<file path="src/include/neo_sdram_defines.svh">
/*
 * ROM side of the SDRAM controller: shared widths, region bases
 * in the 32 MiB SDRAM map and romset download indexes
 */
`ifndef NEO_SDRAM_DEFINES_SVH
`define NEO_SDRAM_DEFINES_SVH

// ============================================================
// Widths
// ============================================================

// SDRAM byte address, 32 MiB
`define NEO_SDRAM_AW 25
// One read returns a four word burst
`define NEO_DOUT_W 64
// Download address from the loader
`define NEO_LOAD_AW 25
// 68k word address, bits 23:1
`define NEO_M68K_AW 23

// ============================================================
// Region bases (byte addresses)
// ============================================================

`define NEO_BASE_SYSROM 25'h0800000
`define NEO_BASE_SROM   25'h0820000
`define NEO_BASE_SFIX   25'h0880000
// Second half of P1 when it comes as two files
`define NEO_BASE_P1B    25'h0080000
// First 1 MiB P2 bank, later banks follow every 1 MiB
`define NEO_BASE_P2     25'h0100000

// ============================================================
// Download indexes
// ============================================================

`define NEO_IDX_SPROM 8'd0
`define NEO_IDX_LOROM 8'd1
`define NEO_IDX_SFIX  8'd2
`define NEO_IDX_P1A   8'd4
`define NEO_IDX_P1B   8'd5
`define NEO_IDX_P2    8'd6
`define NEO_IDX_S1    8'd8
`define NEO_IDX_M1    8'd9
// C files from here on, two per pair
`define NEO_IDX_CROMS 8'd32

`endif
</file>
<file path="src/neo_sdram_pkg.sv">
/*
 * Types shared by the ROM read path of the SDRAM controller:
 * requester and zone codes, address and data words
 */
`include "neo_sdram_defines.svh"

package neo_sdram_pkg;

	// ============================================================
	// Requester served by the single SDRAM read port
	// ============================================================

	// req_none means the port is idle
	typedef enum logic [1:0]
	{
		req_none = 2'd0,
		req_m68k = 2'd1,
		req_crom = 2'd2,
		req_srom = 2'd3
	} req_t;

	// 68k ROM zone being fetched
	// Code 3 is unused and maps to address 0
	typedef enum logic [1:0]
	{
		zone_p1  = 2'd0,
		zone_p2  = 2'd1,
		zone_sys = 2'd2
	} m68k_zone_t;

	// ============================================================
	// Address and data words
	// ============================================================

	// Byte address, bit 0 stays 0 in word mode
	typedef logic [`NEO_SDRAM_AW-1:0] sdram_addr_t;

	// Program word for the 68k, also the raw fix word
	typedef logic [15:0] prog_word_t;

	// Two sprite bitplane pairs from one C burst
	typedef logic [63:0] sprite_word_t;

	// Raw read data, first word in the top lane
	typedef logic [`NEO_DOUT_W-1:0] dout_t;

endpackage

</file>
<file path="src/neo_rom_sdram.sv">
/*
 * ROM side of the console's SDRAM controller
 * 68k program, C and S fetches share one read port, romset
 * downloads write through the same address decode
 */
`timescale 1ns/1ps
`include "neo_sdram_defines.svh"

module neo_rom_sdram
(
	input  logic                        clk_sys,
	input  logic                        nBNKB,
	input  logic                        load_active,
	input  logic [7:0]                  load_index,
	input  neo_sdram_pkg::sdram_addr_t  load_addr,
	input  logic                        load_wr,
	input  logic                        m68k_req,
	input  neo_sdram_pkg::m68k_zone_t   m68k_zone,
	input  logic [`NEO_M68K_AW:1]       m68k_addr,
	input  logic [1:0]                  p_bank,
	input  logic                        crom_req,
	input  logic [23:0]                 c_latch,
	input  logic                        srom_req,
	input  logic [15:0]                 s_latch,
	input  logic                        fix_from_sfix,
	input  neo_sdram_pkg::dout_t        sdram_dout,
	input  logic                        sdram_ready_first,
	input  logic                        sdram_ready_fourth,
	output logic                        sdram_rd,
	output logic                        sdram_we,
	output neo_sdram_pkg::sdram_addr_t  sdram_addr,
	output neo_sdram_pkg::prog_word_t   m68k_data,
	output logic                        m68k_valid,
	output neo_sdram_pkg::prog_word_t   srom_data,
	output logic                        srom_valid,
	output neo_sdram_pkg::sprite_word_t crom_data,
	output logic                        crom_valid
);

	import neo_sdram_pkg::*;

	req_t grant;
	logic done_m68k;
	logic done_srom;
	logic done_crom;

	// Address map for downloads and granted reads
	rom_addr_decode rom_addr_decode_inst (
		.load_active   (load_active),
		.load_index    (load_index),
		.load_addr     (load_addr),
		.load_wr       (load_wr),
		.grant         (grant),
		.m68k_zone     (m68k_zone),
		.m68k_addr     (m68k_addr),
		.p_bank        (p_bank),
		.c_latch       (c_latch),
		.s_latch       (s_latch),
		.fix_from_sfix (fix_from_sfix),
		.sdram_addr    (sdram_addr),
		.sdram_we      (sdram_we)
	);

	// One read at a time, crom first
	sdram_read_sched sdram_read_sched_inst (
		.clk_sys            (clk_sys),
		.nBNKB              (nBNKB),
		.m68k_req           (m68k_req),
		.crom_req           (crom_req),
		.srom_req           (srom_req),
		.sdram_ready_first  (sdram_ready_first),
		.sdram_ready_fourth (sdram_ready_fourth),
		.sdram_rd           (sdram_rd),
		.grant              (grant),
		.done_m68k          (done_m68k),
		.done_srom          (done_srom),
		.done_crom          (done_crom)
	);

	// ============================================================
	// Result registers, one per requester
	// ============================================================

	rom_word_capture #(.payload_t(prog_word_t)) m68k_capture_inst (
		.clk_sys    (clk_sys),
		.nBNKB      (nBNKB),
		.done       (done_m68k),
		.sdram_dout (sdram_dout),
		.data       (m68k_data),
		.valid      (m68k_valid)
	);

	// Raw fix word, byte select stays with the video side
	rom_word_capture #(.payload_t(prog_word_t)) srom_capture_inst (
		.clk_sys    (clk_sys),
		.nBNKB      (nBNKB),
		.done       (done_srom),
		.sdram_dout (sdram_dout),
		.data       (srom_data),
		.valid      (srom_valid)
	);

	// Whole burst, both sprite halves
	rom_word_capture #(.payload_t(sprite_word_t)) crom_capture_inst (
		.clk_sys    (clk_sys),
		.nBNKB      (nBNKB),
		.done       (done_crom),
		.sdram_dout (sdram_dout),
		.data       (crom_data),
		.valid      (crom_valid)
	);

endmodule

</file>
<file path="src/rom_word_capture.sv">
/*
 * Result register for one requester
 * Takes the top lanes of the SDRAM read word on done and
 * pulses valid for one cycle
 */
`timescale 1ns/1ps

module rom_word_capture #(
	parameter type payload_t = logic [15:0]
)
(
	input  logic                 clk_sys,
	input  logic                 nBNKB,
	input  logic                 done,
	input  neo_sdram_pkg::dout_t sdram_dout,
	output payload_t             data,
	output logic                 valid
);

	// First word of the burst sits in the top lane
	localparam int DOUT_W = $bits(sdram_dout);
	localparam int PAY_W  = $bits(payload_t);

	// Valid follows done by one cycle
	always_ff @(posedge clk_sys or negedge nBNKB)
	begin
		if (!nBNKB)
			valid <= 1'b0;
		else
			valid <= done;
	end

	// Data held until the next read for this requester
	always_ff @(posedge clk_sys)
	begin
		if (done)
			data <= payload_t'(sdram_dout[DOUT_W-1 -: PAY_W]);
	end

	// Only one read in flight, so done never repeats back to back
	a_valid_single: assert property (@(posedge clk_sys) disable iff (!nBNKB)
		valid |=> !valid)
		else $error("valid held for two cycles");

endmodule

</file>
<file path="src/sdram_read_sched.sv">
/*
 * Fixed-priority read scheduler for the shared SDRAM port
 * One read in flight, priority crom > srom > m68k, strobes that
 * arrive while busy are held as pending
 */
`timescale 1ns/1ps

module sdram_read_sched
(
	input  logic                clk_sys,
	input  logic                nBNKB,
	input  logic                m68k_req,
	input  logic                crom_req,
	input  logic                srom_req,
	input  logic                sdram_ready_first,
	input  logic                sdram_ready_fourth,
	output logic                sdram_rd,
	output neo_sdram_pkg::req_t grant,
	output logic                done_m68k,
	output logic                done_srom,
	output logic                done_crom
);

	import neo_sdram_pkg::*;

	logic pend_m68k;
	logic pend_crom;
	logic pend_srom;
	logic want_m68k;
	logic want_crom;
	logic want_srom;
	logic busy;
	logic finish;
	req_t pick;

	// ============================================================
	// Arbitration
	// ============================================================

	assign busy = (grant != req_none);

	// Candidates when idle: anything pending plus fresh strobes
	assign want_m68k = pend_m68k | m68k_req;
	assign want_crom = pend_crom | crom_req;
	assign want_srom = pend_srom | srom_req;

	always_comb
	begin
		if (want_crom)
			pick = req_crom;
		else if (want_srom)
			pick = req_srom;
		else if (want_m68k)
			pick = req_m68k;
		else
			pick = req_none;
	end

	// Completion, C reads wait for the whole four word burst
	assign done_m68k = sdram_ready_first && (grant == req_m68k);
	assign done_srom = sdram_ready_first && (grant == req_srom);
	assign done_crom = sdram_ready_fourth && (grant == req_crom);
	assign finish    = done_m68k | done_srom | done_crom;

	// ============================================================
	// Grant and pending state
	// ============================================================

	always_ff @(posedge clk_sys or negedge nBNKB)
	begin
		if (!nBNKB)
		begin
			grant     <= req_none;
			sdram_rd  <= 1'b0;
			pend_m68k <= 1'b0;
			pend_crom <= 1'b0;
			pend_srom <= 1'b0;
		end
		else
		begin
			// Read strobe lasts one cycle
			sdram_rd <= 1'b0;
			if (busy)
			begin
				// Port taken, remember new strobes for later
				if (m68k_req)
					pend_m68k <= 1'b1;
				if (crom_req)
					pend_crom <= 1'b1;
				if (srom_req)
					pend_srom <= 1'b1;
				// Back to idle, next launch one cycle later
				if (finish)
					grant <= req_none;
			end
			else
			begin
				// Winner starts now, losers stay pending
				pend_m68k <= want_m68k && (pick != req_m68k);
				pend_crom <= want_crom && (pick != req_crom);
				pend_srom <= want_srom && (pick != req_srom);
				grant     <= pick;
				sdram_rd  <= (pick != req_none);
			end
		end
	end

	// ============================================================
	// Checks
	// ============================================================

	// Memory answers only reads that were issued
	a_ready_when_running: assert property (@(posedge clk_sys) disable iff (!nBNKB)
		(sdram_ready_first || sdram_ready_fourth) |-> busy)
		else $error("ready strobe with no read running");

	// Requesters wait for their valid before strobing again
	a_m68k_no_restrobe: assert property (@(posedge clk_sys) disable iff (!nBNKB)
		m68k_req |-> !pend_m68k && (grant != req_m68k))
		else $error("m68k strobe while its read is outstanding");

	a_crom_no_restrobe: assert property (@(posedge clk_sys) disable iff (!nBNKB)
		crom_req |-> !pend_crom && (grant != req_crom))
		else $error("crom strobe while its read is outstanding");

	a_srom_no_restrobe: assert property (@(posedge clk_sys) disable iff (!nBNKB)
		srom_req |-> !pend_srom && (grant != req_srom))
		else $error("srom strobe while its read is outstanding");

	// Address comes from the grant, so a read needs one
	a_rd_with_grant: assert property (@(posedge clk_sys) disable iff (!nBNKB)
		sdram_rd |-> busy)
		else $error("sdram_rd without a grant");

endmodule

</file>
<file path="src/rom_addr_decode.sv">
/*
 * SDRAM address decode for the ROM side
 * Download writes get a base offset per romset index, reads take
 * the address of the granted requester. Purely combinational
 */
`timescale 1ns/1ps
`include "neo_sdram_defines.svh"

module rom_addr_decode
(
	input  logic                       load_active,
	input  logic [7:0]                 load_index,
	input  neo_sdram_pkg::sdram_addr_t load_addr,
	input  logic                       load_wr,
	input  neo_sdram_pkg::req_t        grant,
	input  neo_sdram_pkg::m68k_zone_t  m68k_zone,
	input  logic [`NEO_M68K_AW:1]      m68k_addr,
	input  logic [1:0]                 p_bank,
	input  logic [23:0]                c_latch,
	input  logic [15:0]                s_latch,
	input  logic                       fix_from_sfix,
	output neo_sdram_pkg::sdram_addr_t sdram_addr,
	output logic                       sdram_we
);

	import neo_sdram_pkg::*;

	sdram_addr_t load_map;
	sdram_addr_t read_map;
	sdram_addr_t c_slot;
	sdram_addr_t s_base;
	sdram_addr_t p2_base;
	logic [2:0]  p2_slot;
	logic [16:0] s_offset;
	logic        load_to_bram;

	// ============================================================
	// Download path
	// ============================================================

	// C pairs: bit 24 marks the C area, index bits 4:1 pick a 512 KiB slot
	// and index bit 0 picks the odd or even word of the interleave
	assign c_slot = {1'b1, 1'b0, load_index[4:1], 17'h00000, load_index[0], 1'b0};

	always_comb
	begin
		load_map = '0;
		if (load_index >= `NEO_IDX_CROMS)
			load_map = {load_addr[`NEO_LOAD_AW-2:0], 1'b0} + c_slot;
		else
		begin
			case (load_index)
				`NEO_IDX_SPROM: load_map = load_addr + `NEO_BASE_SYSROM;
				`NEO_IDX_SFIX:  load_map = load_addr + `NEO_BASE_SFIX;
				`NEO_IDX_P1A:   load_map = load_addr;
				`NEO_IDX_P1B:   load_map = load_addr + `NEO_BASE_P1B;
				`NEO_IDX_P2:    load_map = load_addr + `NEO_BASE_P2;
				`NEO_IDX_S1:    load_map = load_addr + `NEO_BASE_SROM;
				// LO, M1 and unknown files land nowhere
				default:        load_map = '0;
			endcase
		end
	end

	// LO and M1 live in block RAM, never in SDRAM
	assign load_to_bram = (load_index == `NEO_IDX_LOROM) || (load_index == `NEO_IDX_M1);

	// ============================================================
	// Read path
	// ============================================================

	// Fix address, bit 3 inverted to swap the two column halves
	assign s_offset = {s_latch[15:4], s_latch[2:0], ~s_latch[3], 1'b0};
	assign s_base   = fix_from_sfix ? `NEO_BASE_SFIX : `NEO_BASE_SROM;

	// P2 banks start at 1 MiB, one bank per MiB
	assign p2_slot = {1'b0, p_bank} + 3'd1;
	assign p2_base = sdram_addr_t'(p2_slot) * `NEO_BASE_P2;

	always_comb
	begin
		read_map = '0;
		case (grant)
			// 8-byte bursts; extension bits above 20 fall outside 16 MiB
			req_crom: read_map = {1'b1, c_latch[20:0], 3'b000};
			req_srom: read_map = s_base + sdram_addr_t'(s_offset);
			req_m68k:
			begin
				case (m68k_zone)
					zone_p1:  read_map = {5'b0_0000, m68k_addr[19:1], 1'b0};
					zone_p2:  read_map = p2_base + {5'b0_0000, m68k_addr[19:1], 1'b0};
					zone_sys: read_map = `NEO_BASE_SYSROM + {8'h00, m68k_addr[16:1], 1'b0};
					default:  read_map = '0;
				endcase
			end
			default:  read_map = '0;
		endcase
	end

	// Download owns the port while it runs
	assign sdram_addr = load_active ? load_map : read_map;
	assign sdram_we   = load_active && !load_to_bram && load_wr;

	// Requesters are expected to stay quiet during a romset download
	always_comb
	begin
		a_no_grant_in_load: assert #0 (!(load_active && (grant != req_none)))
			else $error("read granted during download");
	end

endmodule

</file>
<file path="config.mk">
export PLATFORM = sky130hd
export DESIGN_NAME = neo_rom_sdram
export DESIGN_NICKNAME = d
export VERILOG_FILES = /design/src/neo_sdram_pkg.sv /design/src/neo_rom_sdram.sv /design/src/rom_word_capture.sv /design/src/sdram_read_sched.sv /design/src/rom_addr_decode.sv
export VERILOG_INCLUDE_DIRS = /design/src /design/src/include
export SDC_FILE = /design/constraint.sdc
export NUM_CORES = 1
export LEC_CHECK = 0
export ABC_AREA = 1
export BUFFER_PORTS_ARGS = -buffer_cell sky130_fd_sc_hd__buf_2
export CORE_MARGIN = 2
export CORE_UTILIZATION = 45
export DETAILED_ROUTE_END_ITERATION = 10
export PLACE_DENSITY = 0.8
export SKIP_CTS_REPAIR_TIMING = 1
export SLEW_MARGIN = 30
export SYNTH_ARGS = -nofsm -noshare
export SYNTH_HDL_FRONTEND = slang
export SYNTH_SLANG_ARGS = --single-unit
</file>
<file path="constraint.sdc">
create_clock -name clk_sys -period 8.6 [get_ports clk_sys]
set_clock_uncertainty 0.15 [all_clocks]
set_input_delay 1.72 -clock clk_sys [delete_from_list [all_inputs] [get_ports clk_sys]]
set_output_delay 1.72 -clock clk_sys [all_outputs]
set_load 0.01 [all_outputs]
</file>
==> impl_metrics.toml <==
[setup_path]
crit_fanout = 9
critPathRequiredTime_ns = 6.73
r2r-end = "crom_capture_inst.data[55]"
reg2reg_depth = 4
arrival_ns = 3.55
start_kind = "primary input"
r2r_start = "sdram_read_sched_inst.grant[0]"
ff2ff_setup_slack_ns = 6.62
crit_type = "primary input to output pin"
endpoint_kind = "output pin"

[grt]
grt_pass1_vias = 5094
grt_pass1_wl_mm = 25.90
grt_max_degree = 66
antenna_found_initial = 3
grt.overflow.total = 0
grt_usage_pct = 25.06

[logic_synthesis]
synth-seq-cells = 105
syn_inst = 638
netlist_top_cells_area = "edfxtp_1, nand2_1, nand3_1"
yosysMostFrequentCell = "nand2_1"
ys_seq_area_share_pct = 54.37
ys.flop_type = "edfxtp_1"
synth_cell_type_count = 38
ys_async_sr_fraction_pct = 8.571
synth_edf_count = 96
syn_area_um2 = 5717
synth_top_cells_by_count = "nand2_1, edfxtp_1, nand3_1"
synth.top_cell.area_share_pct = 50.43
synthesis.nets = 823
syn_area_per_cell_um2 = 8.960
yosysTopAreaCell = "edfxtp_1"
ys_warn_count = 0

[floorplanning]
rows = 41
dieArea_um2 = 13620
die_width_um = 116.7
ios = 300
start_util_pct = 45.67
coreArea_um2 = 12520
die-height_um = 116.7

[clock_network]
cts.clk_slew.worst_paths_ns = 0.06
clockBufferDepth = 2
cts_root_buf = "clkbuf_16"
cts_sinks = 105
cts_buffers = 9
clk_latency_ns = 0.33
htreeDepth = 3
cts_tree = "built"

[min_path]
hp-class = "flip-flop to flip-flop"
holdPathStages = 2
hold_end = "sdram_read_sched_inst.pend_crom"
hp-start = "sdram_read_sched_inst.pend_crom"

[sta]
rsz0062_at_grt = "no"
fin_tns_setup_ns = 0
fmax_mhz = 184.4
setup_violations = 0
period_needed_ns = 5.424
max_slew_margin_pct = 46.89
hold_viol = 0
post-route-period-util_pct = 63.07
tightest_slew_ns = 0.7967
fin_ws_ns = 3.176
slew_viol_final = 0

[outcome]
outcome = "complete, no violations"

[pwr]
max-vdd-ir-drop_v = 0.0001067
p_int_mw = 1.080
leakagePower_nw = 3.612
switching_share_pct = 32.69
clockPowerShare_pct = 24.2
p_seq_share_pct = 43.9
combPwrFrac_pct = 31.9
p_per_area_nw_per_um2 = 210.0
netSwitchingPower_mw = 0.5243

[place]
preCtsSetupSlack_ns = 3.175
port-buffer-count = 292
place_congestion = 0.9786
place_hpwl_mm = 14.32

[detailed_routing]
vias = 5603
ant_nets = 0
viasPerCell = 5.043
dr.first_iter.drc_count = 372
wl_per_cell_um = 16.12
drc = 0
firstDrtPassIters = 5
postRouteWirelength_mm = 17.91

[job]
cap_violations = 0

[finish]
area_growth_pct = 33.62
drive_gt1_share_pct = 37.86
nets = 1115
==> cells in the final DEF, fill, tap and decap left out, types with 2 or more instances in the layout <==
| cell | count |
|---|---|
| nand2_1 | 196 |
| nand3_2 | 13 |
| xor2_1 | 4 |
| inv_2 | 7 |
| clkinvlp_4 | 2 |
| nor2_2 | 6 |
| dfrtp_1 | 9 |
| o21ai_0 | 19 |
| nand2_2 | 8 |
| ha_1 | 11 |
| edfxtp_1 | 96 |
| nand4_1 | 7 |
| nor2_1 | 62 |
| o21ai_1 | 6 |
| inv_1 | 55 |
| nand3_1 | 68 |
| buf_2 | 292 |
| a22oi_1 | 3 |
| clkbuf_1 | 3 |
| clkbuf_16 | 9 |
| a32o_1 | 2 |
| a31oi_1 | 7 |
| nor3_1 | 4 |
| buf_4 | 3 |
| o21bai_1 | 5 |
| o211ai_1 | 4 |
| nor2_4 | 8 |
| a21oi_1 | 13 |
| diode_2 | 4 |
==> metal layers <==
metal	track usage, %	wire [um]	vias to the layer above
met1	28.68	6476	2599
met4	8.706	302	0
li1	-	-	2747
met2	47.01	9674	238
met5	0	0	-
met3	4.203	1452	19
==> final cells by class <==
class / instances / area (um2)
Antenna cell: 4 / 10.01
Clock buffer: 12 / 236.5
Clock inverter: 4 / 53.80
Fill cell: 1129 / 4878
Inverter: 63 / 236.5
Multi-Input combinational cell: 456 / 2295
Sequential cell: 105 / 3108
Tap cell: 172 / 215.2
Timing Repair Buffer: 295 / 1484
==> logic make-up after synthesis <==
kind of cell,count (synthesis),share of synthesized area [%]
xor gates and xnor gates,4,0.6128
AOI/OAI and AO/OA,65,6.938
DFF,105,54.37
and+or+nand+nor,376,30.05
adders and majority gates,11,2.407
buffers and inverters,77,5.625
==> power groups by stage <==
stage                     Combinational, mW  Clock, mW  Sequential (mW)
after floorplan                       0.241          0            0.767
after global placement                0.509          0            0.711
after detailed placement              0.513          0            0.715
after CTS                             0.515      0.394            0.705
after global routing                  0.564      0.413            0.715
final                                 0.512      0.388            0.705
==> registers in the layout, summed over array words and instances (netlist names) <==
signal	flops
crom_capture_inst.data	64
m68k_capture_inst.data	16
srom_capture_inst.data	16
sdram_read_sched_inst.grant	2
crom_capture_inst.valid	1
m68k_capture_inst.valid	1
sdram_read_sched_inst.pend_crom	1
sdram_read_sched_inst.pend_m68k	1
sdram_read_sched_inst.pend_srom	1
sdram_read_sched_inst.sdram_rd	1
srom_capture_inst.valid	1
==> through the flow <==
step	cells	hold WS, ns	total power [mW]	util, %	area [um2]
2_1_floorplan	638	0.3254	1.008	-	5717
3_3_place_gp	1091	0.3493	1.220	58.63	7338
3_5_place_dp	1091	0.3540	1.228	58.63	7338
4_1_cts	1107	0.3829	1.614	60.95	7629
5_1_grt	1110	0.4337	1.691	61.01	7636
6_report	1111	0.3835	1.604	61.03	7639
==> critical path: stages <==
cell and delay, ns:
buf_2 0.10, nor2_1 0.12, nand2_2 0.15, inv_2 0.20
nand2_1 0.11, ha_1 0.28, inv_1 0.08, nor2_1 0.06
o21ai_0 0.14, nand2_1 0.06, nor2_1 0.12, nor2_1 0.07
nand2_1 0.08, nand2_1 0.05, nand2_1 0.08, buf_2 0.13
==> worst max path at each step <==
| stage | cells after the start | end | from |
|---|---|---|---|
| after detailed placement | 16 | sdram_addr[24] | load_index[5] |
| after floorplan | 2 | crom_capture_inst.data[0] | sdram_ready_fourth |
| after CTS | 16 | sdram_addr[24] | load_index[5] |
| after global routing | 16 | sdram_addr[24] | load_index[5] |
| after global placement | 16 | sdram_addr[24] | load_index[4] |
| final | 16 | sdram_addr[24] | load_index[5] |
No activity file was read; power rests on OpenSTA's default activity.
